===== src/fe_addr_pkg.sv =====
// address, history and index widths for the fetch front end
// referenced by scoped name from the RTL, never imported
`default_nettype none

package fe_addr_pkg;

  localparam int addr_w = 32;
  typedef logic [addr_w-1:0] addr_t; // byte address

  // fetch block size, fetch addresses keep the low 5 bits zero
  localparam int block_bytes = 32;

  localparam int ght_w = 8;
  typedef logic [ght_w-1:0] ght_t; // newest outcome in bit 0

  // history slice per predictor table
  localparam int hist_a_w = 2;
  localparam int hist_b_w = 4;
  localparam int hist_c_w = 8;

  // address bits above the block offset that index the predictor
  localparam int pc_idx_w = 4;

endpackage

`default_nettype wire


===== src/return_stack.sv =====
// circular return address stack, pushed on calls and popped on returns
// a flush drops the pointer back to slot 0 but keeps the stored entries
`timescale 1ns/1ps
`default_nettype none

module return_stack #(
  parameter int RAS_DEPTH = 4
) (
  input  wire                 clk,
  input  wire                 rst,
  input  wire                 push,
  input  wire                 pop,
  input  fe_addr_pkg::addr_t  push_addr,
  input  wire                 flush,
  output fe_addr_pkg::addr_t  top_addr
);

  localparam int ptr_w = $clog2(RAS_DEPTH);

  fe_addr_pkg::addr_t entries [RAS_DEPTH];
  logic [ptr_w-1:0]   ptr;
  logic [ptr_w-1:0]   ptr_nxt;

  assign ptr_nxt  = ptr + 1'b1; // wraps around the depth
  assign top_addr = entries[ptr];

  always_ff @(posedge clk) begin
    if (rst) begin
      ptr <= '0;
      for (int i = 0; i < RAS_DEPTH; i++) begin
        entries[i] <= '0;
      end
    end else if (flush) begin
      ptr <= '0;
    end else if (push) begin
      entries[ptr_nxt] <= push_addr;
      ptr              <= ptr_nxt;
    end else if (pop) begin
      ptr <= ptr - 1'b1;
    end
  end

endmodule

`default_nettype wire


===== config.mk =====
export PLATFORM = sky130hd
export DESIGN_NAME = return_stack
export DESIGN_NICKNAME = d
export VERILOG_FILES = /design/src/fe_addr_pkg.sv /design/src/return_stack.sv
export SDC_FILE = /design/constraint.sdc
export NUM_CORES = 1
export LEC_CHECK = 0
export ABC_CLOCK_PERIOD_IN_PS = 3350
export BUFFER_PORTS_ARGS = -buffer_cell sky130_fd_sc_hd__buf_2
export CAP_MARGIN = 40
export CORE_UTILIZATION = 41
export DETAILED_ROUTE_END_ITERATION = 12
export PLACE_DENSITY = 0.61
export SLEW_MARGIN = 20
export SYNTH_ARGS = -nofsm -noshare
export SYNTH_HDL_FRONTEND = slang
export SYNTH_SLANG_ARGS = --single-unit

===== constraint.sdc =====
create_clock -name clk -period 3.35 [get_ports clk]
set_input_delay 0.335 -clock clk [delete_from_list [all_inputs] [get_ports clk]]
set_output_delay 0.335 -clock clk [all_outputs]
set_load 0.05 [all_outputs]

## Word level (Yosys, flattened, before mapping)

Memory sizes are Yosys's and may differ from the RTL's. A register that Yosys moved wholly into a read port is not among the register bits.
Index checks and enable logic that the tools add are counted.

| storage, ports and cells | value |
|---|---|
| output and inout port bits | 32 |
| RAM bits | 128 |
| memories | 1 |
| flip-flop bits (word level) | 2 |
| word-level logic and storage cells | 20 |

Memories:

| memory | words | bits a word | read ports | clocked after memory_dff | wr ports | RTL line | RTL |
|---|---|---|---|---|---|---|---|
| entries | 4 | 32 | 1 | 1 | 4 | return_stack.sv:20 | `fe_addr_pkg::addr_t entries [RAS_DEPTH];` |

| operators by class | value |
|---|---|
| multiplexer cells | 13 |
| add/sub/neg operators | 2 |
| reductions and logical operators | 3 |

Operator list:

| cell | number |
|---|---|
| $mux W32 | 1 |
| $reduce_or A32 Y1 | 1 |
| $mux W2 | 5 |
| $mux W1 | 7 |
| $add A2 B1 Y2 const B | 1 |
| $reduce_bool A2 Y1 | 1 |
| $reduce_or A2 Y1 | 1 |
| $sub A2 B1 Y2 const B | 1 |

## Depth between registers and ports, before layout

Gate-level depths: netlist of run 1.

| depth | value |
|---|---|
| depth in word-level cells | 6 |
| gate-level depth with buffers | 5 |

## Worst setup path after synthesis of run 1

OpenSTA, ideal clock, no wires.

| path | value |
|---|---|
| kind | register to register |
| from | reg ptr[0] |
| to | mem entries[2][0] (netlist name) (enable) |
| setup time | 388 ps |
| path slack | 1407 ps |
| buffers on the path | 2 |
| clock period less this slack | 1943 ps |
| cell stages (with the launch flop) | 5 |
| data arrival time | 1555 ps |
| path through | dfxtp_1 and2_1 buf_4 clkbuf_1 a21o_1 |

RTL lines:

| item | RTL line | RTL |
|---|---|---|
| start, declared | return_stack.sv:21 | `logic [ptr_w-1:0] ptr;` |
| start signal, assigned | return_stack.sv:37 | `ptr <= ptr_nxt;` |
| start signal, assigned | return_stack.sv:39 | `ptr <= ptr - 1'b1;` |
| end, declared | return_stack.sv:20 |  |

==> results.cfg, run 1 <==
[logic_synthesis]
syn_area_per_cell_um2 = 16.82
synth_cell_type_count = 23
synth_nets = 377
synth_cells = 340
synthesis.area_um2 = 5719
yosysWarningCount = 0
ys_seq_elements = 132
ys_seq_area_share_pct = 68.61

[sta]
setup_viol = 0
slew_viol_final = 0
max_slew.worst_pin.slew_ns = 0.5308
clock_skew_ns = 0.006002
max-slew-margin-rel_pct = 64.62
finalHoldViolCount = 0
rsz0062_at_grt = no
fin_crit_ns = 2.412
max_freq_ghz = 0.4145
setup_tns_ns = 0
finalCritPeriodShare_pct = 72.01
worst_slack_ns = 0.9377

[clock_tree]
cts_tree = yes
root_buffer = clkbuf_16
cts_hold_buf = 0
cts_buffer_depth = 2
cts.sinks = 132
cts-buffers-inserted = 17
h-tree-depth = 4
clk_pin_slew_ns = 0.05
cts_resized = 0
postCtsSetupRepairBufs = 0
clock_latency_ns = 0.42

[global_routing]
first_global_vias = 3378
grt_max_degree = 43
grt_pass1_wl_um = 19530
grt_antenna_before_repair = 0
track_usage_pct = 19.31
grt_use_met2_pct = 31.21
met1_usage_pct = 24.65
use_met3_pct = 5.561
gr-total-overflow = 0
busiest_layer = met2

[routing]
drtIter0Drc = 266
drt_pre_antenna_iters = 4
drt-vias-per-instance = 5.425
post-route-drc-count = 0
wirelength_um = 12620
drt.antenna.violating_nets = 0
wl_per_cell_um = 20.92
vias = 3271

[worst_setup_path]
cpPeakStageDelay_ns = 0.59
path_delay_family = flip-flops
crit_buf_inv = 2
crit_required_ns = 3.01
cp_slowest_cell = dfxtp_2
crit_chain = buf_12 -> mux4_2 -> buf_2
path_class = register to output port
crit_fanout = 22
worstPathArrival_ns = 2.08
startpoint_type = register
cp-end-kind = output port

[run_status]
status = finished clean

[finish]
layout-drive-gt1-share_pct = 33.96
num-fill-cells = 1111
syn_to_final_growth_pct = 19.60
final_cell_mix = 128 x edfxtp_1, 96 x and3_1, 68 x buf_2
nets = 451
diodes = 0
final_common_cell = edfxtp_1

[power_and_ir_drop]
p_per_area_nw_per_um2 = 593.9
p_leak_nw = 2.902
power_mw = 4.063
ir_drop_mv = 0.4171

[floorplan]
die_x_um = 120.1
core-area_um2 = 13400
num_rows = 42
io_pins = 69
dieArea_um2 = 14430
start_util_pct = 42.68
chipHeight_um = 120.1

[placement]
numPortBuffers = 68
place_hpwl_um = 7534
place_ws_ns = 1.336
place.gp.congestion = 0.7098

[min_path]
min_path_type = primary input to register

[job]
cap_violations = 0
-- flip-flops by register name (all words and copies together) (netlist names), named ones only --
signal	cells
entries	128
ptr	2
-- stage by stage --
step	hold WS, ns	std cells	cell area [µm²]	utilization (%)
3_5_place_dp	0.5615	571	6304	47.04
2_1_floorplan	0.4206	340	5719	-
6_report	0.2039	603	6840	51.05
3_3_place_gp	0.5355	570	6276	46.83
5_1_grt	0.2075	603	6840	51.05
4_1_cts	0.1861	603	6840	51.05
-- routing by layer --
layer / part of all wire [%] / up-vias
met2: 51 / 113
met5: 0 / -
met4: 1.6 / 0
li1: - / 1497
met1: 41 / 1647
met3: 6.5 / 14
-- synth_stat cells --
library cell    n  area, µm²
buf_2           2      10.01
mux4_2         32      720.7
a31o_2          2      17.52
edfxtp_1      128       3844
nor3b_1         1      7.510
and3_4          1      11.26
clkbuf_2        5      25.02
and2b_1         1      7.510
and2_1         33      206.5
and3_1         96      600.6
xor2_1          1      8.760
o31ai_1         1      7.510
o21ai_0         1      5.000
nand2_1         1      3.750
dfxtp_1         4      80.08
clkbuf_1       13      48.80
inv_1           1      3.750
nor2_1          3      11.26
buf_1           3      11.26
nor3_1          2      10.01
buf_6           3      33.78
buf_4           4      30.03
a21o_1          2      15.01
-- cell type report --
class                      count  area, µm²  share of cell area, %
sequential                   132       3926                  57.40
multi-input combinational    177       1640                  23.98
timing repair buffer          85      513.0                  7.500
clock buffer                  25      455.4                  6.658
tap                          176      220.2                  3.219
clock inverter                 7      81.33                  1.189
inverter                       1      3.754                0.05487
-- cell families after synthesis --
logic type	after synthesis	synth area share [%]
muxes	32	12.60
and+or+nand+nor	138	15.01
DFF	132	68.61
AOI/OAI and AO/OA	6	0.7875
xor gates and xnor gates	1	0.1532
buffers and inverters	31	2.844
-- worst reg2reg max path: stages, from the launching register on --
cell and delay, ns:
dfxtp_1 0.34, and2b_1 0.22, buf_4 0.21, a31o_2 0.43, buf_12 0.23
-- final timing paths --
kind / start / slack [ns] / cells after the start / to
setup / recovery: register / 0.94 / 3 / top_addr[6]
setup reg to reg: ptr[0]$_SDFFE_PP0N_ / 1.62 / 4 / entries[3][22]$_DFFE_PP_
hold reg to reg: ptr[1]$_SDFFE_PP0N_ / 0.58 / 2 / register
hold / removal: flush / 0.20 / 2 / register
-- power breakdown --
| group | internal (mW) | total (mW) | switching (mW) |
|---|---|---|---|
| registers | 1.90 | 1.93 | 0.0337 |
| clock network | 1.08 | 1.72 | 0.638 |
| logic | 0.132 | 0.410 | 0.278 |
(Power assumes the default switching activity.)
==> run 2, diff against run 1 <==
Settings changed: ABC_AREA from default to 1, ABC_CLOCK_PERIOD_IN_PS 3350 to 2440.
Clock period 3.35 ns to 2.44 ns, I/O delays scaled along.
==> run 2 against run 1 <==
Against the previous run:
- sequential power increased by 36%
- clock skew decreased by 0.0016 ns
- combinational power increased by 59%
- routed wire length increased by 4.6%
- global-route usage increased by 0.56 points
- first-iteration DRC count increased by 18%
- synthesized area increased by 0.92%
- clock power increased by 29%
==> results.cfg, run 2 <==
[sta]
slew_viol_final = 0
setup_tns_ns = 0
fin_crit_ns = 2.200
setup_viol = 0
clock_skew_ns = 0.004358
rsz0062_at_grt = no
hold-worst-slack_ns = 0.1252
finalCritPeriodShare_pct = 90.18
max_freq_ghz = 0.4545
max-slew-margin-rel_pct = 65.08
worst_slack_ns = 0.2397
finalHoldViolCount = 0
max_slew.worst_pin.slew_ns = 0.5237

[worst_setup_path]
path_delay_family = buffers and inverters
worstPathArrival_ns = 1.96
crit_fanout = 50
cp-endpoint = top_addr[0]
crit_buf_inv = 3
reg2reg_from = ptr[1]$_SDFFE_PP0N_
path_depth = 5
crit_chain = inv_2 -> buf_12 -> o21ai_0 -> o22ai_1 -> buf_2
cpPeakStageDelay_ns = 0.33
ff2ff_setup_slack_ns = 0.76
timing.rr.end = entries[3][16]$_DFFE_PP_
crit_required_ns = 2.20
cp-end-kind = output port
r2r.worst_path.cells = 3
startpoint_type = register
cp_slowest_cell = dfxtp_2
path_class = register to output port

[global_routing]
grt_use_met2_pct = 33.12
use_met3_pct = 4.292
gr-total-overflow = 0
grt_antenna_before_repair = 0
met1_usage_pct = 25.11
first_global_vias = 4024
grt_pass1_wl_um = 21020
busiest_layer = met2
grt_max_degree = 65
track_usage_pct = 19.87

[clock_tree]
cts_hold_buf = 0
postCtsSetupRepairBufs = 0
cts_tree = yes
cts_buffer_depth = 2
cts-buffers-inserted = 17
clk_pin_slew_ns = 0.05
clock_latency_ns = 0.41
root_buffer = clkbuf_16
h-tree-depth = 4
cts.sinks = 132

[routing]
drt_pre_antenna_iters = 4
drt.antenna.violating_nets = 0
wl_per_cell_um = 16.44
post-route-drc-count = 0
vias = 3997
drtIter0Drc = 313
wirelength_um = 13200
drt-vias-per-instance = 4.978

[floorplan]
die_x_um = 120.7
core-area_um2 = 13510
io_pins = 69
start_util_pct = 42.74
dieArea_um2 = 14560
chipHeight_um = 120.7
num_rows = 42

[logic_synthesis]
synth_common_cells = 162 x nor2_1, 128 x edfxtp_1, 69 x inv_1, 61 x o21ai_0, 41 x nand2_1
synth_cells = 544
synthFlopType = edfxtp_1
synthesis.area_um2 = 5772
ys_top_cells_by_area = edfxtp_1 67%, nor2_1 11%, o21ai_0 5.3%
ys_seq_elements = 132
syn_area_per_cell_um2 = 10.61
synth.most_common_cell = nor2_1
yosysTopAreaCell = edfxtp_1
ys_seq_area_share_pct = 67.98
yosysWarningCount = 0
yosysTopAreaCellShare_pct = 66.59
synth_cell_type_count = 21
synth-edff-count = 128
synth_nets = 581
async_reset_ff_share_pct = 0

[placement]
dp.cells = 773
numPortBuffers = 68
place_hpwl_um = 7702
place.gp.congestion = 0.7266
place_ws_ns = 0.5352

[power_and_ir_drop]
seq_power_share_pct = 47.8
switching_power_mw = 1.391
p_per_area_nw_per_um2 = 807.3
p_leak_nw = 2.988
netSwitchingFraction_pct = 25.30
ir_drop_mv = 0.4543
p_int_mw = 4.107
clkPwrFrac_pct = 40.4
combinationalPowerShare_pct = 11.8

[finish]
diodes = 0
largest-register = entries
largest_reg_flops = 128
final_common_cell = nor2_1
final_cell_mix = 162 x nor2_1, 128 x edfxtp_1, 69 x inv_1
reg_top3 = entries x128, ptr x2
syn_to_final_growth_pct = 18.01
num-fill-cells = 1206
finish.utilization_pct = 50.44
nets = 653
ff_latch_area_um2 = 3925
finalNonFillerCells = 803
multi_input_area_um2 = 1410
layout-drive-gt1-share_pct = 18.34

[run_status]
status = finished clean

[job]
cap_violations = 0

[min_path]
hp-start = push_addr[22]
min_path_type = primary input to register
run 2: cell families (layout without fill, tap and decap cells):
group	Yosys count	in the layout	share of synthesized area [%]
and+or+nand+nor	211	211	14.61
DFF	132	132	67.98
AOI/OAI and AO/OA	100	100	9.451
buffers and inverters	101	184	7.956
run 2: how the worst min path moves through the flow:
stage	slack (ns)	end	cells after the start
after floorplan	0.44	entries[3][10]$_DFFE_PP_	2
after global placement	0.54	entries[3][6]$_DFFE_PP_	3
after detailed placement	0.54	entries[3][1]$_DFFE_PP_	3
after CTS	0.11	entries[3][1]$_DFFE_PP_	3
after global routing	0.13	entries[3][3]$_DFFE_PP_	3
final	0.13	entries[3][22]$_DFFE_PP_	3
run 2: repair_timing:
action / 4_1_cts / 5_1_grt
endpoints found under the hold margin: 0 / 0
gates resized for setup: 0 / 1
setup endpoints to repair: 0 / 1
run 2: layout make-up:
| cell class | count | share of cell area, % |
|---|---|---|
| clock inverters | 10 | 0.9919 |
| well taps | 176 | 3.233 |
| multi-input cells | 311 | 20.70 |
| inverters | 70 | 3.857 |
| flip-flops and latches | 132 | 57.62 |
| clock buffers | 20 | 6.411 |
| repair buffers | 84 | 7.182 |
run 2: metal layers:
layer	vias up	routed length (µm)
li1	1962	-
met1	1906	5638
met2	116	6613
met3	13	780
met4	0	169
met5	-	0
run 2: stage by stage:
step	power, mW	instance area [µm²]
after floorplan	3.123	5786
after global placement	3.320	6304
after detailed placement	3.331	6304
after CTS	5.539	6808
after global routing	5.688	6812
final	5.499	6812
run 2: power groups by stage:
stage	combinational, mW	sequential, mW	clock (mW)
2_1_floorplan	0.456	2.67	0
3_3_place_gp	0.650	2.67	0
3_5_place_dp	0.657	2.67	0
4_1_cts	0.659	2.63	2.25
5_1_grt	0.706	2.64	2.35
6_report	0.650	2.63	2.22
run 2: worst reg2reg max path, stage by stage, from the launching register on:
cell and delay (ns):
dfxtp_1 0.43, inv_1 0.18, o31ai_4 0.23, buf_4 0.47
