`src/fe_addr_pkg.sv`:
```
// address, history and index widths for the fetch front end
// referenced by scoped name from the RTL, never imported
`default_nettype none

package fe_addr_pkg;

  localparam int addr_w = 32;
  typedef logic [addr_w-1:0] addr_t; // byte address

  // fetch block size, fetch addresses keep the low 5 bits zero
  localparam int block_bytes = 32;

  localparam int ght_w = 8;
  typedef logic [ght_w-1:0] ght_t; // newest outcome in bit 0

  // history slice per predictor table
  localparam int hist_a_w = 2;
  localparam int hist_b_w = 4;
  localparam int hist_c_w = 8;

  // address bits above the block offset that index the predictor
  localparam int pc_idx_w = 4;

endpackage

`default_nettype wire

```
`src/fe_ctrl_pkg.sv`:
```
// control encodings shared by the front end blocks
// branch kinds from the back end and four-phase handshake states
`default_nettype none

package fe_ctrl_pkg;

  // kind of branch that ends a fetch block
  typedef enum logic [1:0] {
    br_jump = 2'd0,
    br_cond = 2'd1,
    br_call = 2'd2,
    br_ret  = 2'd3
  } br_kind_t;

  // req/ack FSM, shared by the fetch sender and the resolve receiver
  typedef enum logic [1:0] {
    hs_idle     = 2'd0,
    hs_req      = 2'd1,
    hs_wait_low = 2'd2
  } hs_state_t;

endpackage

`default_nettype wire

```
`src/resolve_port.sv`:
```
// four-phase receiver for resolved branches from the back end
// each request gives one update pulse, plus a redirect pulse on a mispredict
`timescale 1ns/1ps
`default_nettype none

module resolve_port (
  input  wire                     clk,
  input  wire                     rst,
  input  wire                     resolve_req,
  output logic                    resolve_ack,
  input  fe_addr_pkg::addr_t      resolve_pc,
  input  fe_addr_pkg::addr_t      resolve_target,
  input  fe_ctrl_pkg::br_kind_t   resolve_kind,
  input  wire                     resolve_taken,
  input  fe_addr_pkg::ght_t       resolve_ght,
  input  wire                     resolve_mispredict,
  output logic                    upd_valid,
  output fe_addr_pkg::addr_t      upd_pc,
  output fe_addr_pkg::addr_t      upd_target,
  output fe_ctrl_pkg::br_kind_t   upd_kind,
  output logic                    upd_taken,
  output fe_addr_pkg::ght_t       upd_ght,
  output logic                    upd_mispredict,
  output logic                    redirect_valid,
  output fe_addr_pkg::addr_t      redirect_addr,
  output fe_addr_pkg::ght_t       redirect_ght
);

  localparam fe_addr_pkg::addr_t step = fe_addr_pkg::block_bytes;

  fe_ctrl_pkg::hs_state_t state;
  logic                   accept; // first cycle req is seen high

  assign accept      = (state == fe_ctrl_pkg::hs_idle) && resolve_req;
  assign resolve_ack = (state == fe_ctrl_pkg::hs_wait_low);

  always_ff @(posedge clk) begin
    if (rst) begin
      state          <= fe_ctrl_pkg::hs_idle;
      upd_valid      <= 1'b0;
      redirect_valid <= 1'b0;
    end else begin
      upd_valid      <= accept;
      redirect_valid <= accept && resolve_mispredict;
      unique case (state)
        fe_ctrl_pkg::hs_idle: if (resolve_req) state <= fe_ctrl_pkg::hs_wait_low;
        fe_ctrl_pkg::hs_wait_low: if (!resolve_req) state <= fe_ctrl_pkg::hs_idle;
        default: state <= fe_ctrl_pkg::hs_idle;
      endcase
    end
  end

  // payload latched once per request
  always_ff @(posedge clk) begin
    if (accept) begin
      upd_pc         <= resolve_pc;
      upd_target     <= resolve_target;
      upd_kind       <= resolve_kind;
      upd_taken      <= resolve_taken;
      upd_ght        <= resolve_ght;
      upd_mispredict <= resolve_mispredict;
      redirect_addr  <= resolve_taken ? resolve_target : resolve_pc + step;
      if (resolve_kind == fe_ctrl_pkg::br_cond) begin
        redirect_ght <= {resolve_ght[fe_addr_pkg::ght_w-2:0], resolve_taken};
      end else begin
        redirect_ght <= resolve_ght;
      end
    end
  end

endmodule

`default_nettype wire

```
`config.mk`:
```
export PLATFORM = sky130hd
export DESIGN_NAME = resolve_port
export DESIGN_NICKNAME = d
export VERILOG_FILES = /design/src/fe_addr_pkg.sv /design/src/fe_ctrl_pkg.sv /design/src/resolve_port.sv
export SDC_FILE = /design/constraint.sdc
export NUM_CORES = 1
export LEC_CHECK = 0
export BUFFER_PORTS_ARGS = -buffer_cell sky130_fd_sc_hd__buf_2
export CAP_MARGIN = 5
export CORE_UTILIZATION = 45
export DETAILED_ROUTE_END_ITERATION = 12
export GPL_TIMING_DRIVEN = 1
export PLACE_DENSITY = 0.76
export SLEW_MARGIN = 20
export SYNTH_ARGS = -nofsm -noshare
export SYNTH_HDL_FRONTEND = slang
export SYNTH_SLANG_ARGS = --single-unit
export TNS_END_PERCENT = 5
```
`constraint.sdc`:
```
create_clock -name clk -period 10.8 [get_ports clk]
set_input_delay 2.7 -clock clk [delete_from_list [all_inputs] [get_ports clk]]
set_output_delay 2.7 -clock clk [all_outputs]
set_load 0.005 [all_outputs]
```
== Word-level counts from Yosys, hierarchy flattened ==
Cells that the tools add are included.

* $add $sub $neg: 1
* Equality and inequality tests: 4
* Mux-type cells: 5
* Reductions and logical operators: 4

{| class="wikitable"
|+ Operator list
! cell !! number
|-
| $add 32x6->32 const B || 1
|-
| $mux 32 || 1
|-
| $mux 8 || 1
|-
| $mux 2 || 2
|-
| $ne 2x2->1 const B || 2
|-
| $pmux 2 s2 || 1
|-
| $eq 2x1->1 const B || 1
|-
| $eq 2x2->1 const B || 1
|-
| $logic_and 1x1->1 || 2
|-
| $logic_not 2->1 || 1
|-
| $reduce_and 2->1 || 1
|}

* Bits in registers: 120
* Output and inout port bits: 119
* Word-level logic and storage cells: 25

== Longest topological paths before layout ==
Gate-level depths: netlist (run 1).

* Word-level depth: 3
* Depth in mapped cells: 6
* Mapped depth without buffers: 5

== Least setup slack after synthesis (run 1) ==
No wires, ideal clock.

* Path type: input port to flip-flop
* Start point: input port resolve_req
* End point: register redirect_valid
* Library setup time: 59 ps
* Data arrival time: 5887 ps
* Setup slack: 4854 ps
* Cell stages on the path: 3
* Path through: ha_1 -> nor2b_1 -> and2_1

* Word-level cells in the longest chain between the ends: 2

{| class="wikitable"
|+ RTL lines
! what !! RTL line !! text
|-
| from (decl) || resolve_port.sv:9 || <nowiki>input wire resolve_req,</nowiki>
|-
| $logic_and 1x1->1 || resolve_port.sv:34 || <nowiki>assign accept = (state == fe_ctrl_pkg::hs_idle) && resolve_req;</nowiki>
|-
| $logic_and 1x1->1 || resolve_port.sv:44 || <nowiki>redirect_valid <= accept && resolve_mispredict;</nowiki>
|-
| to (signal assigned) || resolve_port.sv:44 ||
|-
| to (decl) || resolve_port.sv:24 || <nowiki>output logic redirect_valid,</nowiki>
|}

Every way passes these cells.
A chain may end at the register's enable or synchronous reset.

== Worst setup path after layout (run 1) ==
* Start point: input port resolve_pc[5]
* End point: register redirect_addr[27] (data pin)

* Word-level cells in the longest chain between the ends: 2

{| class="wikitable"
|+ RTL lines
! what !! RTL line !! text
|-
| from (decl) || resolve_port.sv:11 || <nowiki>input fe_addr_pkg::addr_t resolve_pc,</nowiki>
|-
| $add 32x6->32 || resolve_port.sv:62 || <nowiki>redirect_addr <= resolve_taken ? resolve_target : resolve_pc + step;</nowiki>
|-
| $mux 32 || resolve_port.sv:62 ||
|-
| to (signal assigned) || resolve_port.sv:62 ||
|-
| to (decl) || resolve_port.sv:25 || <nowiki>output fe_addr_pkg::addr_t redirect_addr,</nowiki>
|}

Every way passes these cells.

==> results of run 1 <==
==> cells in the final DEF (no fill, tap or decap), types with 3 or more instances in the layout <==
cell type,synthesis,layout
a31oi_1,9,9
and3_1,3,3
buf_2,0,197
clkbuf_16,0,16
clkinv_2,0,4
clkinv_4,0,3
clkinvlp_4,0,3
dfxtp_1,3,3
edfxtp_1,116,116
inv_1,8,8
mux2_2,14,14
nand2_1,24,24
nand3_1,10,10
nand4_1,8,8
nor2_1,15,15
nor4_1,5,5
o21ai_0,15,15
o31ai_1,6,6
or3_1,3,3
or4_1,7,7
xnor2_1,9,9
xor2_1,3,3
==> state kept, by name, indices dropped and copies added (netlist names) <==
register and count:
redirect_addr 32, upd_pc 32, upd_target 32, redirect_ght 8, upd_ght 8, upd_kind 2
redirect_valid 1, state 1, upd_mispredict 1, upd_taken 1, upd_valid 1
==> cell type report <==
type	instances	area (µm²)	area share [%]
Clock inverter	13	133	2.12
Tap cell	133	166	2.66
Inverter	8	30.0	0.479
Timing Repair Buffer	198	997	15.9
Multi-Input combinational cell	150	975	15.6
Clock buffer	19	422	6.73
Sequential cell	119	3540	56.5
==> worst reg2reg max path, cell delays in order, from the launching register on <==
cell and delay [ns]:
dfxtp_1 0.33, inv_1 0.09, ha_4 0.36, buf_6 0.65
==> power groups by stage <==
stage	combinational (mW)	sequential, mW	clock (mW)
CTS	0.183	0.632	0.533
global placement	0.178	0.638	0
floorplan	0.0529	0.660	0
detailed placement	0.182	0.640	0
global route	0.201	0.638	0.552
finish	0.180	0.630	0.523
==> per-layer routing <==
layer / up-vias / track usage [%] / wire length (µm)
met1: 1527 / 22.8 / 4050
met3: 16 / 7.53 / 727
met4: 0 / 9.53 / 176
met5: - / 0 / 0
met2: 153 / 32.0 / 5280
li1: 1540 / - / -
==> worst min path at each step <==
stage / from / endpoint / slack [ns] / depth (start not counted)
global route: state[1] / state[1] / 0.58 / 2
detailed placement: state[1] / state[1] / 0.53 / 2
global placement: state[1] / state[1] / 0.52 / 2
floorplan: state[1] / state[1] / 0.52 / 2
CTS: state[1] / state[1] / 0.55 / 2
finish: state[1] / state[1] / 0.54 / 2
==> cell families (layout without fill, tap and decap cells) <==
family | count (synthesis) | after routing | synth area share [%]
AO/OA/AOI/OAI | 36 | 36 | 4.92
XOR/XNOR | 12 | 12 | 2.29
flip-flops | 119 | 119 | 77.4
AND/OR/NAND/NOR | 86 | 86 | 9.81
multiplexers | 14 | 14 | 3.44
buffers and inverters | 18 | 238 | 1.64
adder cells (fa/ha/maj) | 2 | 2 | 0.546
==> impl_metrics.tcl, run 1 <==
set metrics [dict create \
    vias 3236 \
    core_um2 9820 \
    rsz0062_at_grt "false" \
    p_leak_nw 2.51 \
    clk_latency_ns 0.52 \
    dpl.cell_count 608 \
    hold_ws_ns 0.538 \
    clockBufferDepth 2 \
    cts_buffers 17 \
    fin_area_um2 6270 \
    ys_seq_elements 119 \
    vdd_drop_max_v 0.000138 \
    postSynthAreaPerCell_um2 16.0 \
    p_clk_share_pct 39.2 \
    cts-root-buf "clkbuf_8" \
    wl_per_cell_um 16.0 \
    crit_arrival_ns 4.53 \
    io_pins 198 \
    crit_path_end_kind "flip-flop" \
    clk_pin_slew_worst_paths_ns 0.06 \
    status "finished, final reports clean" \
    netlist_area_um2 4580 \
    post-route-min-period_ns 4.17 \
    yosys_warnings 0 \
    num-nets-final 575 \
    reg2reg_from "state[1]" \
    hp-class "reg -> reg" \
    rows 36 \
    timing.rr.end "upd_target[12]" \
    synthDistinctLibCells 32 \
    layout.cells.non_filler 640 \
    total_power_mw 1.33 \
    grt_pass1_vias 3082 \
    critPathKind "in -> reg" \
    setup_ws_ns 6.63 \
    cts_tree "done" \
    grt_pass1_wl_um 15000 \
    area_delta_synth_final_pct 36.8 \
    maxCapViolCount 0 \
    port_buffers 197 \
    dr.pass1.iters 4 \
    hold_viol 0 \
    worstSetupEndpoint "redirect_addr[27]" \
    async_flop_share_pct 0 \
    reg2reg_depth 3 \
    utilization_pct 63.8 \
    clock_sinks 119 \
    finalCritPeriodShare_pct 38.6 \
    synth_top_area_cell "edfxtp_1" \
    critPathTopFamily "simple AND/OR/NAND/NOR gates" \
    drive_gt1_share_pct 48.5 \
    drt_iter0_drc 149 \
    pwr-share-comb_pct 13.5 \
    setup.worst_path.start_class "input port" \
    drc 0 \
    p_per_area_nw_per_um2 213 \
    dieArea_um2 10600 \
    switching_share_pct 24.0 \
    intPower_mw 1.01 \
    startpoint "resolve_pc[5]" \
    finalClockSkew_ns 0.00773 \
    grt_use_total_pct 19.6 \
    syn_inst 287 \
    reg2reg_setup_slack_ns 8.89 \
    gp_congestion 0.794 \
    post_cts_buffers 0 \
    start_util_pct 46.6 \
    synth-edff-count 116 \
    n_antenna_cell 0 \
    wl_um 10200 \
    slew_headroom_pct 44.2 \
    fill_cells 786 \
    path_cells "buf_2 > ha_1 > nand4_1 > or3_1 > or4_1 > a31oi_1" \
    max_freq_ghz 0.240 \
    critPathMaxFanout 9 \
    synth_seq_area_share_pct 77.4 \
    place_area_um2 5710 \
    dp_hpwl_um 7110 \
    synth_top_area_share_pct 76.0 \
    synth_ff_type "edfxtp_1" \
    ctsResizeCount 0 \
    viasPerCell 5.06 \
    cp.required_ns 11.16 \
    worstMarginPinSlew_ns 0.838 \
    hold_buffers 0 \
    switching_power_mw 0.320 \
    tns_ns 0 \
    setup_viol 0 \
    cp.depth 6 \
    final_max_slew_viol_count 0 \
    htreeDepth 4 \
    die_h_um 103 \
    grt_max_degree 93 \
    overflow 0 \
    cp.buffers_inverters 1 \
    synth_top_cells_by_count "edfxtp_1, nand2_1, nor2_1, o21ai_0, mux2_2" \
    worst_path_largest_cell_delay_ns 0.53 \
    p_seq_share_pct 47.3 \
    place_ws_ns 6.10 \
    crit_path_top_delay_cell "or3_1" \
    fp.dieW_um 103 \
    syn_nets 368 \
    yosys-top-cells-area "edfxtp_1, mux2_2, nand2_1" \
    synthMostInstantiatedCell "edfxtp_1" \
    antenna_found_initial 0 \
    antenna_left 0 \
]
Note: power is estimated with default switching activity, not from simulation.
==> inputs of run 2 (changes only) <==
- ABC_AREA: unset -> 1
- PLACE_DENSITY: 0.76 -> 0.75
- clock period: 10.8 -> 4.05 ns (I/O delays scaled with it)
==> run 2 against run 1 <==
Sequential power grew to 2.7 times the previous value. Sequential cell count is the same. Routed wire length up 7.8%. Non-clock buffer count rose by 2. Critical path depth shrank 5. Worst setup slack got worse by 4.7 ns. Combinational power grew to 2.8 times the previous value. Cell area increased by 3.6%. Register-to-register slack worse by 6.6 ns. Clock skew shrank 0.0039 ns. Hold slack better by 0.027 ns. Synthesized cell count up 37%. Critical path type is now reg -> out. Largest cell class unchanged. Largest power group unchanged. Highest routed layer unchanged.
==> impl_metrics.tcl, run 2 <==
set metrics [dict create \
    status "finished, final reports clean" \
    dp_hpwl_um 8040 \
    critPathKind "reg -> out" \
    clk_latency_ns 0.51 \
    fp.dieW_um 106 \
    htreeDepth 4 \
    layout.cells.non_filler 752 \
    busiest_layer "met2" \
    yosys_warnings 0 \
    netlist_area_um2 4860 \
    cts-root-buf "clkbuf_8" \
    wl_um 11000 \
    max_freq_ghz 0.482 \
    grt_pass1_vias 3567 \
    n_antenna_cell 0 \
    final_common_cell "buf_2" \
    clockBufferDepth 2 \
    hold_start "state[1]" \
    synth_top_area_share_pct 71.7 \
    ys_seq_elements 119 \
    p_clk_share_pct 35.8 \
    dr.pass1.iters 4 \
    reg2reg_depth 3 \
    synth_ff_type "edfxtp_1" \
    overflow 0 \
    crit_path_top_delay_cell "edfxtp_1" \
    worstMarginPinSlew_ns 0.708 \
    drc 0 \
    grt_pass1_wl_um 17400 \
    critPathMaxFanout 1 \
    reg2reg_setup_slack_ns 2.28 \
    cts_tree "done" \
    wl_per_cell_um 14.7 \
    rows 37 \
    num-nets-final 685 \
    crit_path_end_kind "primary output" \
    cp.depth 1 \
    start_util_pct 46.6 \
    holdPathStages 2 \
    drive_gt1_share_pct 41.1 \
    hold_buffers 0 \
    dieArea_um2 11200 \
    finalCritPeriodShare_pct 51.2 \
    antenna_found_initial 0 \
    post-route-min-period_ns 2.08 \
    worst_path_largest_cell_delay_ns 0.41 \
    hold_viol 0 \
    synth_top_cells_by_count "nand2_1, edfxtp_1, nand3_1, inv_1, nor2_1" \
    multiInputGateArea_um2 1160 \
    viasPerCell 4.76 \
    cp.buffers_inverters 1 \
    drt_iter0_drc 183 \
    switching_share_pct 24.7 \
    final_max_slew_viol_count 0 \
    pwr-share-comb_pct 14.9 \
    yosys-top-cells-area "edfxtp_1, nand2_1, nand3_1" \
    vias 3577 \
    p_seq_share_pct 49.3 \
    place_ws_ns 1.52 \
    critPathTopFamily "flip-flops" \
    timing.rr.end "upd_target[2]" \
    fill_cells 840 \
    switching_power_mw 0.841 \
    post_cts_buffers 0 \
    p_per_area_nw_per_um2 525 \
    synth_top_area_cell "edfxtp_1" \
    async_flop_share_pct 0 \
    synth-edff-count 116 \
    reg2reg_from "state[1]" \
    grtUsageMet3_pct 7.67 \
    p_leak_nw 2.87 \
    dpl.cell_count 721 \
    fin_area_um2 6490 \
    grt_use_total_pct 20.8 \
    vdd_drop_max_v 0.000360 \
    maxCapViolCount 0 \
    postSynthAreaPerCell_um2 12.4 \
    setup_ws_ns 1.97 \
    setup.worst_path.start_class "flip-flop" \
    slew_headroom_pct 52.8 \
    crit_arrival_ns 1.06 \
    die_h_um 106 \
    intPower_mw 2.57 \
    clock_sinks 119 \
    setup_viol 0 \
    hold_end "state[1]" \
    area_delta_synth_final_pct 33.7 \
    finalClockSkew_ns 0.00381 \
    grt_max_degree 53 \
    io_pins 198 \
    rsz0062_at_grt "false" \
    syn_nets 473 \
    synth_seq_area_share_pct 73.0 \
    regArea_um2 3540 \
    ctsResizeCount 0 \
    clk_pin_slew_worst_paths_ns 0.05 \
    syn_inst 392 \
    cp.required_ns 3.04 \
    antenna_left 0 \
    hp-class "reg -> reg" \
    port_buffers 197 \
    path_cells "buf_2" \
    grt_use_met1_pct 24.6 \
    grtUsageMet2_pct 34.9 \
    synthMostInstantiatedCell "nand2_1" \
    place_area_um2 6000 \
    core_um2 10400 \
    tns_ns 0 \
    gp_congestion 0.825 \
    synthDistinctLibCells 29 \
    cts_buffers 17 \
    final_cell_mix "buf_2, nand2_1, edfxtp_1, nand3_1, inv_1" \
    largestRegisters "redirect_addr x32, upd_pc x32, upd_target x32" \
    utilization_pct 62.3 \
]
-- run 2: changes by cell type in the layout (fill, tap and decap cells not counted), moves of 7 or more --
cell / delta
nand2_1: +102
nand3_1: +20
inv_1: +19
mux2_2: -11
nor2_1: +11
xnor2_1: -9
a31oi_1: -8
nand4_1: -8
nor2_4: +8
or4_1: -7
-- run 2: metal layers --
layer  vias to the layer above  wire length, µm
li1                       1756                -
met2                       161             5550
met3                        12              797
met5                         -                0
met4                         0              129
met1                      1648             4560
-- run 2: layout make-up --
type	count	area share (%)
flip-flops and latches	119	54.6
repair buffers	200	15.7
clock buffers	19	6.50
multi-input cells	237	17.9
inverters	29	1.68
clock inverters	12	0.983
well taps	136	2.62
-- run 2: how the worst max path moves through the flow --
stage,startpoint,end
global route,redirect_addr[10],redirect_addr[10]
detailed placement,resolve_req,upd_pc[1]
floorplan,resolve_req,redirect_addr[0]
finish,redirect_addr[10],redirect_addr[10]
CTS,redirect_addr[10],redirect_addr[10]
global placement,resolve_req,upd_target[13]
-- run 2: logic make-up (layout without fill, tap and decap cells) --
| kind of cell | after synthesis | in the layout | share of synthesized area [%] |
|---|---|---|---|
| compound gates | 19 | 19 | 2.16 |
| simple gates | 209 | 209 | 19.6 |
| mux | 3 | 3 | 0.696 |
| fa+ha+maj | 2 | 2 | 0.515 |
| xor+xnor | 4 | 4 | 0.721 |
| buf+inv | 36 | 260 | 3.38 |
| flops | 119 | 119 | 73.0 |
-- run 2: through the flow --
| stage | power [mW] | hold slack (ns) |
|---|---|---|
| floorplan | 1.90 | 0.524 |
| global placement | 2.20 | 0.512 |
| detailed placement | 2.22 | 0.561 |
| CTS | 3.45 | 0.576 |
| global route | 3.56 | 0.585 |
| finish | 3.41 | 0.565 |
-- run 2: power groups by stage --
stage / sequential (mW) / clock (mW) / combinational, mW
after floorplan: 1.75 / 0 / 0.156
after global placement: 1.70 / 0 / 0.504
after global routing: 1.70 / 1.30 / 0.560
after detailed placement: 1.71 / 0 / 0.517
after CTS: 1.69 / 1.25 / 0.517
final: 1.68 / 1.22 / 0.507
