--- config.mk ---
export PLATFORM = sky130hd
export DESIGN_NAME = branch_target_buffer
export DESIGN_NICKNAME = d
export VERILOG_FILES = /design/src/fe_addr_pkg.sv /design/src/fe_ctrl_pkg.sv /design/src/branch_target_buffer.sv
export SDC_FILE = /design/constraint.sdc
export NUM_CORES = 1
export LEC_CHECK = 0
export BUFFER_PORTS_ARGS = -buffer_cell sky130_fd_sc_hd__buf_2
export CAP_MARGIN = 20
export CELL_PAD_IN_SITES_DETAIL_PLACEMENT = 2
export CELL_PAD_IN_SITES_GLOBAL_PLACEMENT = 2
export CORE_MARGIN = 2
export CORE_UTILIZATION = 45
export CTS_CLUSTER_DIAMETER = 120
export DETAILED_ROUTE_END_ITERATION = 7
export GPL_TIMING_DRIVEN = 0
export PLACE_DENSITY = 0.86
export SYNTH_ARGS = -nofsm -noshare
export SYNTH_HDL_FRONTEND = slang
export SYNTH_SLANG_ARGS = --single-unit
--- constraint.sdc ---
create_clock -name clk -period 4.74 [get_ports clk]
set_input_delay 0.237 -clock clk [delete_from_list [all_inputs] [get_ports clk]]
set_output_delay 0.237 -clock clk [all_outputs]
set_load 0.03 [all_outputs]
--- src/fe_addr_pkg.sv ---
// address, history and index widths for the fetch front end
// referenced by scoped name from the RTL, never imported
`default_nettype none

package fe_addr_pkg;

  localparam int addr_w = 32;
  typedef logic [addr_w-1:0] addr_t; // byte address

  // fetch block size, fetch addresses keep the low 5 bits zero
  localparam int block_bytes = 32;

  localparam int ght_w = 8;
  typedef logic [ght_w-1:0] ght_t; // newest outcome in bit 0

  // history slice per predictor table
  localparam int hist_a_w = 2;
  localparam int hist_b_w = 4;
  localparam int hist_c_w = 8;

  // address bits above the block offset that index the predictor
  localparam int pc_idx_w = 4;

endpackage

`default_nettype wire

--- src/fe_ctrl_pkg.sv ---
// control encodings shared by the front end blocks
// branch kinds from the back end and four-phase handshake states
`default_nettype none

package fe_ctrl_pkg;

  // kind of branch that ends a fetch block
  typedef enum logic [1:0] {
    br_jump = 2'd0,
    br_cond = 2'd1,
    br_call = 2'd2,
    br_ret  = 2'd3
  } br_kind_t;

  // req/ack FSM, shared by the fetch sender and the resolve receiver
  typedef enum logic [1:0] {
    hs_idle     = 2'd0,
    hs_req      = 2'd1,
    hs_wait_low = 2'd2
  } hs_state_t;

endpackage

`default_nettype wire

--- src/branch_target_buffer.sv ---
// direct-mapped BTB, combinational lookup on the fetch address
// taken branches from the resolve port are installed one cycle after the update
`timescale 1ns/1ps
`default_nettype none

module branch_target_buffer #(
  parameter int BTB_ENTRIES = 16
) (
  input  wire                     clk,
  input  wire                     rst,
  input  fe_addr_pkg::addr_t      lookup_addr,
  output logic                    hit,
  output fe_ctrl_pkg::br_kind_t   hit_kind,
  output fe_addr_pkg::addr_t      hit_target,
  input  wire                     upd_valid,
  input  fe_addr_pkg::addr_t      upd_pc,
  input  fe_addr_pkg::addr_t      upd_target,
  input  fe_ctrl_pkg::br_kind_t   upd_kind,
  input  wire                     upd_taken
);

  localparam int off_w = $clog2(fe_addr_pkg::block_bytes);
  localparam int idx_w = $clog2(BTB_ENTRIES);
  localparam int tag_w = fe_addr_pkg::addr_w - off_w - idx_w;

  logic [BTB_ENTRIES-1:0] valid;
  logic [tag_w-1:0]       tag_mem    [BTB_ENTRIES];
  fe_ctrl_pkg::br_kind_t  kind_mem   [BTB_ENTRIES];
  fe_addr_pkg::addr_t     target_mem [BTB_ENTRIES];

  logic [idx_w-1:0] idx;
  logic [tag_w-1:0] tag;
  logic [idx_w-1:0] upd_idx;
  logic             wr_en;

  assign idx     = lookup_addr[off_w +: idx_w];
  assign tag     = lookup_addr[fe_addr_pkg::addr_w-1 -: tag_w];
  assign upd_idx = upd_pc[off_w +: idx_w];
  assign wr_en   = upd_valid && upd_taken; // not-taken leaves the entry alone

  assign hit        = valid[idx] && (tag_mem[idx] == tag);
  assign hit_kind   = kind_mem[idx];
  assign hit_target = target_mem[idx];

  always_ff @(posedge clk) begin
    if (rst) valid <= '0;
    else if (wr_en) valid[upd_idx] <= 1'b1;
  end

  always_ff @(posedge clk) begin
    if (wr_en) begin
      tag_mem[upd_idx]    <= upd_pc[fe_addr_pkg::addr_w-1 -: tag_w];
      kind_mem[upd_idx]   <= upd_kind;
      target_mem[upd_idx] <= upd_target;
    end
  end

endmodule

`default_nettype wire

# Word level (Yosys, flattened, before mapping)
# Memory sizes are Yosys's and may differ from the RTL's.
# Index checks and enable logic that the tools add are counted.
dict set report word_totals {
  ff_bits 16
  ramBits 912
  input_bits 102
  out_inout_bits 35
  wordCells 18
  mem_count 3
}
dict set report op_classes {
  n_lt_le_gt_ge 3
  n_eq_ne 1
  n_mux 6
  bitwise 1
  reduce_logical 3
}
# name depth width read_ports rd_ports_with_merged_regs write_ports line_no
set mem_list {}
lappend mem_list {target_mem 16 32 1 0 1 branch_target_buffer.sv:29} ;# fe_addr_pkg::addr_t target_mem [BTB_ENTRIES];
lappend mem_list {tag_mem 16 23 1 0 1 branch_target_buffer.sv:27} ;# logic [tag_w-1:0] tag_mem [BTB_ENTRIES];
lappend mem_list {kind_mem 16 2 1 0 1 branch_target_buffer.sv:28} ;# fe_ctrl_pkg::br_kind_t kind_mem [BTB_ENTRIES];
# cell count
set op_table {}
lappend op_table {{$eq 23x23->1} 1}
lappend op_table {{$or 16x16->16} 1}
lappend op_table {{$lt 4x5->1 const B} 2}
lappend op_table {{$bmux 1 s4} 1}
lappend op_table {{$demux 1 s4} 1}
lappend op_table {{$ge 4x1->1 const B} 1}
lappend op_table {{$mux 1} 4}
lappend op_table {{$logic_and 1x1->1} 3}

# Longest topological paths before layout
# Gate-level depths: netlist of the first run.
dict set report logic_depth {
  ltp_word 5
  ltp_mapped 14
  ltp_nobuf 7
}

# Worst setup path before layout of the first run
# No wires, ideal clock.
dict set report synth_timing {
  kind {input-to-reg}
  startpoint {input port upd_pc[6]}
  endpoint {memory kind_mem[0][0] (netlist name), enable pin}
  setup_ps 545
  arrival_ps 4602
  required_ps 4195
  setup_slack_ps -407
  stages 2
  n_path_buf 0
  path_cell_list {or3_1 -> nor3_1}
}
# element line_no
set synth_lines {}
lappend synth_lines {{from (decl)} branch_target_buffer.sv:16} ;# input fe_addr_pkg::addr_t upd_pc,
lappend synth_lines {{to (decl)} branch_target_buffer.sv:28}
# Straight into the memory's write port.

# Final worst setup path of the first run
dict set report layout_timing {
  startpoint {input port lookup_addr[6]}
  endpoint {output port hit}
}
dict set report layout_between {
  elab_chain_len 3
  elab_cells_between_ends 5
  classes_between {eq/ne: 1; mux: 2; reduce/logical: 1; memory: 1}
}
# element line_no
set layout_lines {}
lappend layout_lines {{from (decl)} branch_target_buffer.sv:11} ;# input fe_addr_pkg::addr_t lookup_addr,
lappend layout_lines {{$mem_v2 16x23 / $bmux 1 s4 (equally long branches)} n/a}
lappend layout_lines {{$eq 23x23->1 / $mux 1 (equally long branches)} branch_target_buffer.sv:41} ;# assign hit = valid[idx] && (tag_mem[idx] == tag);
lappend layout_lines {{$logic_and 1x1->1 (*)} branch_target_buffer.sv:41}
lappend layout_lines {{to (decl)} branch_target_buffer.sv:12} ;# output logic hit,
# Every way passes the cells marked *; elsewhere a longest branch is shown, timed or not. The select of a mux whose other input is x is not followed.

==> out/metrics.yaml, run 1 <==
relSlewSlack: 0.253
ff2ff_setup_slack_ns: 3.90
setup_violations: 0
yosys.area.top_type: "edfxtp_1"
ys.flop_type: "edfxtp_1"
n_fill_cell: 6495
place_congestion: 0.811
htreeDepth: 3
fin_nets: 1910
drc: 0
cts-root-buf: "clkbuf_16"
critPathLaunch: "lookup_addr[6]"
clkTransAtPathRegs_ns: 0.07
synth.most_common_cell: "edfxtp_1"
ys_seq_area_frac: 0.778
post_cts_buffers: 0
drt.antenna.violating_nets: 0
die-area_um2: 81400
grtUsageTotal: 0.291
fin_util: 0.542
placed_area_um2: 38700
max_freq_mhz: 218
cts_tree: "yes"
synthToLayoutAreaGrowth_pct: 19.7
synthTopCellsByCount: "edfxtp_1, mux4_2, nor2_1"
io_buffers: 123
peakVddDrop_uv: 344
ys_warn_count: 0
required_ns: 4.50
async_flop_share: 0
report.final.slew_viol_count: 0
drt_iter0_markers: 2185
dr.pass1.iters: 5
layout_setup_ws_ns: 0.149
power_mw: 18.2
layout-drive-gt1-share: 0.339
end_kind: "primary output"
clock-sinks: 928
grt_pass1_vias: 20314
start_util: 0.453
grt_pass1_wl_um: 162000
crit_fanout: 10
finalInstanceArea_um2: 42600
io_pins: 137
grt_max_degree: 24
clockBufferDepth: 3
finalClockSkew_ns: 0
die_w_um: 285
fin_crit_sh: 0.968
die_h_um: 285
avgSynthCellArea_um2: 24.1
synth_edf_count: 912
gr-total-overflow: 0
max_cap_violations: 0
tightest_slew_ns: 1.12
status: "complete, no violations"
clk_latency_ns: 0.67
pre_cts_slack_ns: -0.0450
routedWlPerCell_um: 39.6
syn-cell-area_um2: 35600
rows: 103
yosysTopAreaCellShare: 0.769
crit_path_end: "hit"
ys_ff_latch: 928
synth.area.top_cells: "edfxtp_1, mux4_2, mux2i_1, dfxtp_1, mux4_1"
worstRegToRegCells: 2
ys_types: 52
layout.cells.non_filler: 2944
fin_setup_tns_ns: 0
place_hpwl_um: 73700
rsz0062_at_grt: "false"
r2r_start: "valid[9]"
syn-num-nets: 1577
dp.cells: 2696
pwr_density_cell_nw_per_um2: 426
startpoint_type: "input pin"
synth_cells: 1475
coreArea_um2: 78600
p_leak_nw: 13.7
wl_um: 117000
antenna_found_initial: 5
vias: 18239
cts_buffers: 97
viasPerCell: 6.20
hold_viol: 0
arrival_ns: 4.35
holdWs_ns: 0.125
hold_path_class: "input pin to register"
r2r_end: "valid[9]"
criticalPathCategory: "input pin to primary output"
period_needed_ns: 4.59
==> logic make-up after synthesis <==
family | Yosys count | share of synthesized area
buffers and inverters | 76 | 0.0121
XOR/XNOR | 23 | 0.00566
flip-flops | 928 | 0.778
AND/OR/NAND/NOR | 86 | 0.0109
multiplexers | 313 | 0.184
AO/OA/AOI/OAI | 49 | 0.00970
==> layout make-up <==
class / count / area, um2 / share of cell area
Buffer: 72 / 418 / 0.00980
Tap cell: 1050 / 1310 / 0.0308
Sequential cell: 928 / 27700 / 0.650
Multi-Input combinational cell: 471 / 7610 / 0.178
Clock inverter: 64 / 642 / 0.0151
Timing Repair Buffer: 234 / 2330 / 0.0547
Clock buffer: 117 / 2590 / 0.0607
Inverter: 4 / 15.0 / 0.000352
Antenna cell: 4 / 10.0 / 0.000235
==> layer usage <==
metal,share of wire,track usage,up-vias
met5,0.00010,0,-
met4,0.036,0.102,2
met3,0.058,0.0458,237
met2,0.54,0.528,895
met1,0.37,0.352,10046
li1,-,-,7059
==> worst max-delay path: stages <==
cell and delay, ns:
buf_2 0.19, buf_4 0.27, buf_6 0.22, buf_2 0.44
buf_2 0.42, buf_2 0.44, clkbuf_1 0.77, o22ai_1 0.24
a21oi_1 0.21, nand3_1 0.12, a2111oi_2 0.46, buf_2 0.29
==> timing repair <==
action                                  CTS  global route
hold buffers                             58             0
gates resized for setup                   1             0
endpoints found under the setup margin   24             0
hold endpoints to repair                909             0
==> where the power goes <==
group,internal [mW],total (mW),switching (mW),leakage [nW]
combinational,0.429,1.11,0.676,3.77
sequential,9.11,9.14,0.0387,8.35
clock,4.59,7.92,3.33,1.57
==> placed cells by master, fill, tap and decap left out, types with 4 or more instances in the layout <==
cell / instances
dlygate4sd3_1: 58
buf_6: 6
diode_2: 4
nor2_1: 33
buf_4: 8
clkinv_1: 25
buf_12: 26
nor2_4: 12
dfxtp_1: 16
buf_1: 9
clkinvlp_4: 5
nor3_4: 4
xor2_1: 9
clkinv_2: 17
mux4_1: 10
bufinv_16: 13
nand2b_1: 4
o22ai_1: 6
buf_16: 18
clkbuf_16: 101
o21ai_0: 6
buf_2: 148
buf_8: 11
xnor2_1: 14
a21oi_1: 12
nand2_1: 14
clkbuf_1: 36
edfxtp_1: 912
inv_1: 4
mux4_2: 259
mux2i_1: 42
==> sequential cells by signal (all words and copies together) (netlist names) <==
| signal | cells |
|---|---|
| target_mem | 512 |
| tag_mem | 368 |
| valid | 16 |
| kind_mem | 32 |
==> how the worst min path moves through the flow <==
stage | start | to | cells after the start
3_3_place_gp | valid[9] | valid[9] | 2
5_1_grt | upd_pc[7] | tag_mem[0][10] | 2
3_5_place_dp | valid[6] | valid[6] | 1
6_report | upd_pc[7] | tag_mem[0][10] | 2
4_1_cts | upd_pc[7] | tag_mem[0][10] | 2
2_1_floorplan | rst | valid[10] | 1
(Power assumes the default switching activity.)
==> inputs of run 2 (changes only) <==
--- a/config.mk
+++ b/config.mk
@@ -9,11 +9,12 @@
 export CAP_MARGIN = 20
 export CELL_PAD_IN_SITES_DETAIL_PLACEMENT = 2
 export CELL_PAD_IN_SITES_GLOBAL_PLACEMENT = 2
-export CORE_MARGIN = 2
+export CORE_MARGIN = 4
 export CORE_UTILIZATION = 45
 export CTS_CLUSTER_DIAMETER = 120
 export DETAILED_ROUTE_END_ITERATION = 7
 export GPL_TIMING_DRIVEN = 0
+export HOLD_SLACK_MARGIN = 0.02
 export PLACE_DENSITY = 0.86
 export SYNTH_ARGS = -nofsm -noshare
 export SYNTH_HDL_FRONTEND = slang
==> run 2 against run 1 <==
Against the previous run: the run now ends with negative setup slack left; clock skew did not move; fmax fell by 3.2%; count of clock-buffer cells in the layout rose by 3; cell count fell by 0.17%; critical path type unchanged; largest cell class unchanged; highest routed layer unchanged.
==> out/metrics.yaml, run 2 (synthesized netlist as in run 1, its figures left out) <==
status: "finished, violations left"
violations: "negative setup slack"
regMostFlops: "target_mem"
max_freq_mhz: 211
clkTransAtPathRegs_ns: 0.07
synthToLayoutAreaGrowth_pct: 19.7
hold_viol: 0
finalClockSkew_ns: 0
routedWlPerCell_um: 40.4
place_congestion: 0.787
tightest_slew_ns: 1.13
grt_pass1_wl_um: 165000
start_util: 0.457
cts_tree: "yes"
cpMaxStageDelayCell: "clkdlybuf4s15_1"
setup_violations: 1
end_kind: "primary output"
io_pins: 137
crit_chain: "buf_2, buf_4, buf_6, buf_4, buf_2, buf_2, clkdlybuf4s15_1, buf_1, mux4_2, buf_2"
n_fill_cell: 6370
dr.pass1.iters: 6
arrival_ns: 4.50
die_h_um: 289
required_ns: 4.50
startpoint_type: "input pin"
drc: 0
rows: 102
period_needed_ns: 4.74
fin_nets: 1913
peakVddDrop_uv: 327
wl_um: 119000
coreArea_um2: 78000
crit_fanout: 10
report.final.slew_viol_count: 0
viasPerCell: 6.31
grtUsageTotal: 0.287
die-area_um2: 83700
slowest_delay_ns: 0.95
cts-root-buf: "clkbuf_16"
max_cap_violations: 0
die_w_um: 289
fin_crit_sh: 1.00
clk_latency_ns: 0.66
grt_max_degree: 25
htreeDepth: 3
place_hpwl_um: 75500
layout_common_cells: "edfxtp_1, mux4_2, buf_2, clkbuf_16, dlygate4sd3_1"
post_cts_buffers: 0
antenna_found_initial: 9
drt_iter0_markers: 2231
hold_path_class: "input pin to register"
layout_setup_ws_ns: -0.00181
relSlewSlack: 0.248
gr-total-overflow: 0
grt_pass1_vias: 20267
clockBufferDepth: 3
p_leak_nw: 13.7
io_buffers: 123
criticalPathCategory: "input pin to primary output"
holdWs_ns: 0.125
clock-sinks: 928
cpMostUsedCell: "buf_2"
largest_reg_flops: 512
layout-drive-gt1-share: 0.336
pwr_density_cell_nw_per_um2: 423
ff2ff_setup_slack_ns: 3.98
reg_top3: "target_mem (512), tag_mem (368), kind_mem (32)"
drt.antenna.violating_nets: 0
final_common_cell: "edfxtp_1"
cts_buffers: 98
vias: 18533
power_mw: 18.0
## run 2: report_power, final
group	switching [mW]	leakage, nW	internal, mW
combinational	0.671	3.80	0.429
clock	3.37	1.53	4.41
sequential	0.0407	8.35	9.11
## run 2: area by class of cell
type	instances	area (um2)	area share
Antenna cell	4	10.0	0.000235
Buffer	71	420	0.00986
Clock buffer	120	2580	0.0605
Clock inverter	64	582	0.0137
Inverter	4	15.0	0.000352
Multi-Input combinational cell	471	7610	0.178
Sequential cell	928	27700	0.650
Tap cell	1040	1300	0.0305
Timing Repair Buffer	237	2400	0.0564
## run 2: path summary, 6_finish.rpt
path | start | end | cells past startpoint
setup reg to reg | valid[14] | valid[14] | 2
setup / recovery | lookup_addr[7] | hit_target[20] | 10
hold reg to reg | valid[4] | valid[4] | 2
hold / removal | upd_pc[7] | tag_mem[0][10] | 2
## run 2: layer usage
metal | GRT usage | routed length, um | vias to the layer above | share of wire
met5 | 0 | 26 | - | 0.00022
met4 | 0.0938 | 4130 | 4 | 0.035
met2 | 0.514 | 63500 | 1012 | 0.53
met1 | 0.355 | 43500 | 10217 | 0.37
li1 | - | - | 7067 | -
met3 | 0.0507 | 7730 | 233 | 0.065
## run 2: per-stage QoR
step                cell area [um2]   TNS, ns   util  setup slack, ns  cells
global placement              37500  -1898.43  0.482            -2.46   2638
floorplan                     35600         0      -             1.14   1475
CTS                           42600         0  0.546           0.0404   2934
detailed placement            38800         0  0.498            0.105   2692
finish                        42600  -0.00181  0.547         -0.00181   2939
global route                  42600    -0.458  0.547          -0.0949   2936
## run 2: critical path, delay by kind of cell
kind                   cells  cell delay, ns
buffers and inverters      9            3.72
muxes                      1            0.49
## run 2: repair_timing
action                                  4_1_cts  5_1_grt
resized for setup                             0        6
hold buffers                                 58        0
endpoints found under the setup margin        0        2
endpoints found under the hold margin       918        0
==> inputs of run 3 (changes only) <==
--- a/config.mk
+++ b/config.mk
@@ -5,12 +5,13 @@
 export SDC_FILE = /design/constraint.sdc
 export NUM_CORES = 1
 export LEC_CHECK = 0
-export BUFFER_PORTS_ARGS = -buffer_cell sky130_fd_sc_hd__buf_2
+export ABC_AREA = 1
+export BUFFER_PORTS_ARGS = -buffer_cell sky130_fd_sc_hd__buf_4
 export CAP_MARGIN = 20
 export CELL_PAD_IN_SITES_DETAIL_PLACEMENT = 2
 export CELL_PAD_IN_SITES_GLOBAL_PLACEMENT = 2
 export CORE_MARGIN = 4
-export CORE_UTILIZATION = 45
+export CORE_UTILIZATION = 39
 export CTS_CLUSTER_DIAMETER = 120
 export DETAILED_ROUTE_END_ITERATION = 7
 export GPL_TIMING_DRIVEN = 0
==> run 3 against run 2 <==
Against the previous run: the flow now finishes without violations; cell count up 60%; utilization down 7.7 points; fmax grew 37%; critical path depth decreased by 2; non-clock buffer count grew 106; clock power up 0.5%; cell area is 4.8% higher; clock skew did not move; largest cell class unchanged; largest power group unchanged.
==> out/metrics.yaml, run 3 <==
cts_tree: "yes"
grtUsageTotal: 0.315
max_cap_violations: 0
ys_warn_count: 0
holdWs_ns: 0.341
slowest_delay_ns: 0.74
yosys.area.top_type: "edfxtp_1"
ys_seq_area_frac: 0.740
synthTopCellsByCount: "edfxtp_1, nand2_1, nor2_1"
fin_util: 0.469
grt_pass1_vias: 32166
power_mw: 18.5
tightest_slew_ns: 1.11
yosysTopAreaCellShare: 0.731
report.final.slew_viol_count: 0
hp-start: "upd_pc[7]"
largest_reg_flops: 512
layout_common_cells: "edfxtp_1, nand2_1, nor2_1, o21ai_0, nand3_1"
cts_resized: 0
syn-cell-area_um2: 37400
crit_fanout: 10
startpoint_type: "input pin"
cts_buffers: 99
status: "complete, no violations"
peakVddDrop_uv: 345
avgSynthCellArea_um2: 12.4
final_common_cell: "edfxtp_1"
layout-drive-gt1-share: 0.121
die_w_um: 318
finalClockSkew_ns: 0
rsz0062_at_grt: "false"
gr-total-overflow: 0
end_kind: "primary output"
hold_viol: 0
regArea_um2: 27700
drt_iter0_markers: 3636
placed_area_um2: 41000
finalInstanceArea_um2: 44700
coreArea_um2: 95200
period_needed_ns: 3.46
rows: 113
routedWlPerCell_um: 34.9
place_hpwl_um: 103000
regMostFlops: "target_mem"
cpMaxStageDelayCell: "clkbuf_1"
viasPerCell: 6.16
die_h_um: 318
synth.most_common_cell: "edfxtp_1"
clkTransAtPathRegs_ns: 0.06
cts-root-buf: "clkbuf_16"
drt.antenna.violating_nets: 0
multi_input_area_um2: 8110
vias: 28930
p_leak_nw: 15.9
wl_um: 164000
relSlewSlack: 0.259
dr.pass1.iters: 5
path_buf_inv: 5
ys_types: 22
antenna_found_initial: 3
max_freq_mhz: 289
synth.area.top_cells: "edfxtp_1, nand2_1, o21ai_0, nor2_1, nand3_1"
ys.flop_type: "edfxtp_1"
htreeDepth: 3
drc: 0
syn-num-nets: 3123
pre_cts_slack_ns: 1.27
crit_chain: "buf_4, buf_2, clkbuf_1, clkbuf_1, o221ai_1, nand3_1, nand2_1, buf_4"
start_util: 0.393
io_buffers: 124
reg_top3: "target_mem (512), tag_mem (368), kind_mem (32)"
grt_pass1_wl_um: 231000
clockBufferDepth: 3
synth_edf_count: 912
pwr_density_cell_nw_per_um2: 414
fin_nets: 3446
ys_ff_latch: 928
required_ns: 4.50
async_flop_share: 0
arrival_ns: 3.22
critPathLaunch: "lookup_addr[7]"
grt_max_degree: 24
clock-sinks: 928
layout.cells.non_filler: 4697
n_fill_cell: 9310
synth_cells: 3021
hold_path_class: "input pin to register"
synthToLayoutAreaGrowth_pct: 19.3
dp.cells: 4450
io_pins: 137
fin_setup_tns_ns: 0
clk_latency_ns: 0.67
r2r_start: "valid[12]"
setup_violations: 0
cp_top_family: "buffers and inverters"
criticalPathCategory: "input pin to primary output"
place_congestion: 0.816
die-area_um2: 101000
layout_setup_ws_ns: 1.28
fin_crit_sh: 0.729
run 3: cell count changes in the layout (fill, tap and decap cells not counted), moves of 190 or more:
cell	before	now
inv_1	4	194
mux4_2	259	0
nand2_1	14	515
nand3_1	3	274
nor2_1	33	384
o21ai_0	6	305
run 3: path summary, 6_finish.rpt:
check	endpoint	cells after the start	slack [ns]
max	hit_target[16]	8	1.28
min	target_mem[12][16]	3	0.34
max reg2reg	valid[12]	1	4.04
min reg2reg	valid[1]	2	0.47
run 3: where the power goes:
group	switching [mW]	leakage (nW)	internal, mW
Combinational	1.13	5.99	0.392
Sequential	0.0358	8.35	9.10
Clock	3.49	1.54	4.33
Total	4.65	15.9	13.8
run 3: what timing repair did:
item,4_1_cts,5_1_grt
hold buffers,58,0
setup buffers,0,0
hold endpoints to repair,918,0
run 3: cell type report:
cell class	count	share of cell area
sequential	928	0.620
multi-input combinational	1705	0.181
clock buffer	131	0.0605
timing repair buffer	222	0.0534
tap	1265	0.0354
buffer	192	0.0226
inverter	196	0.0166
clock inverter	52	0.00944
antenna	6	0.000336
run 3: per-layer routing:
metal | vias to the layer above | global-route usage | share of wire
met3 | 564 | 0.0547 | 0.073
met1 | 15052 | 0.357 | 0.36
li1 | 11472 | - | -
met4 | 0 | 0.175 | 0.062
met5 | - | 0 | 0
met2 | 1842 | 0.562 | 0.51
run 3: logic make-up after synthesis:
family / count (synthesis) / share of synthesized area
buffers and inverters: 388 / 0.0468
flip-flops: 928 / 0.740
AND/OR/NAND/NOR: 1196 / 0.129
AO/OA/AOI/OAI: 509 / 0.0838
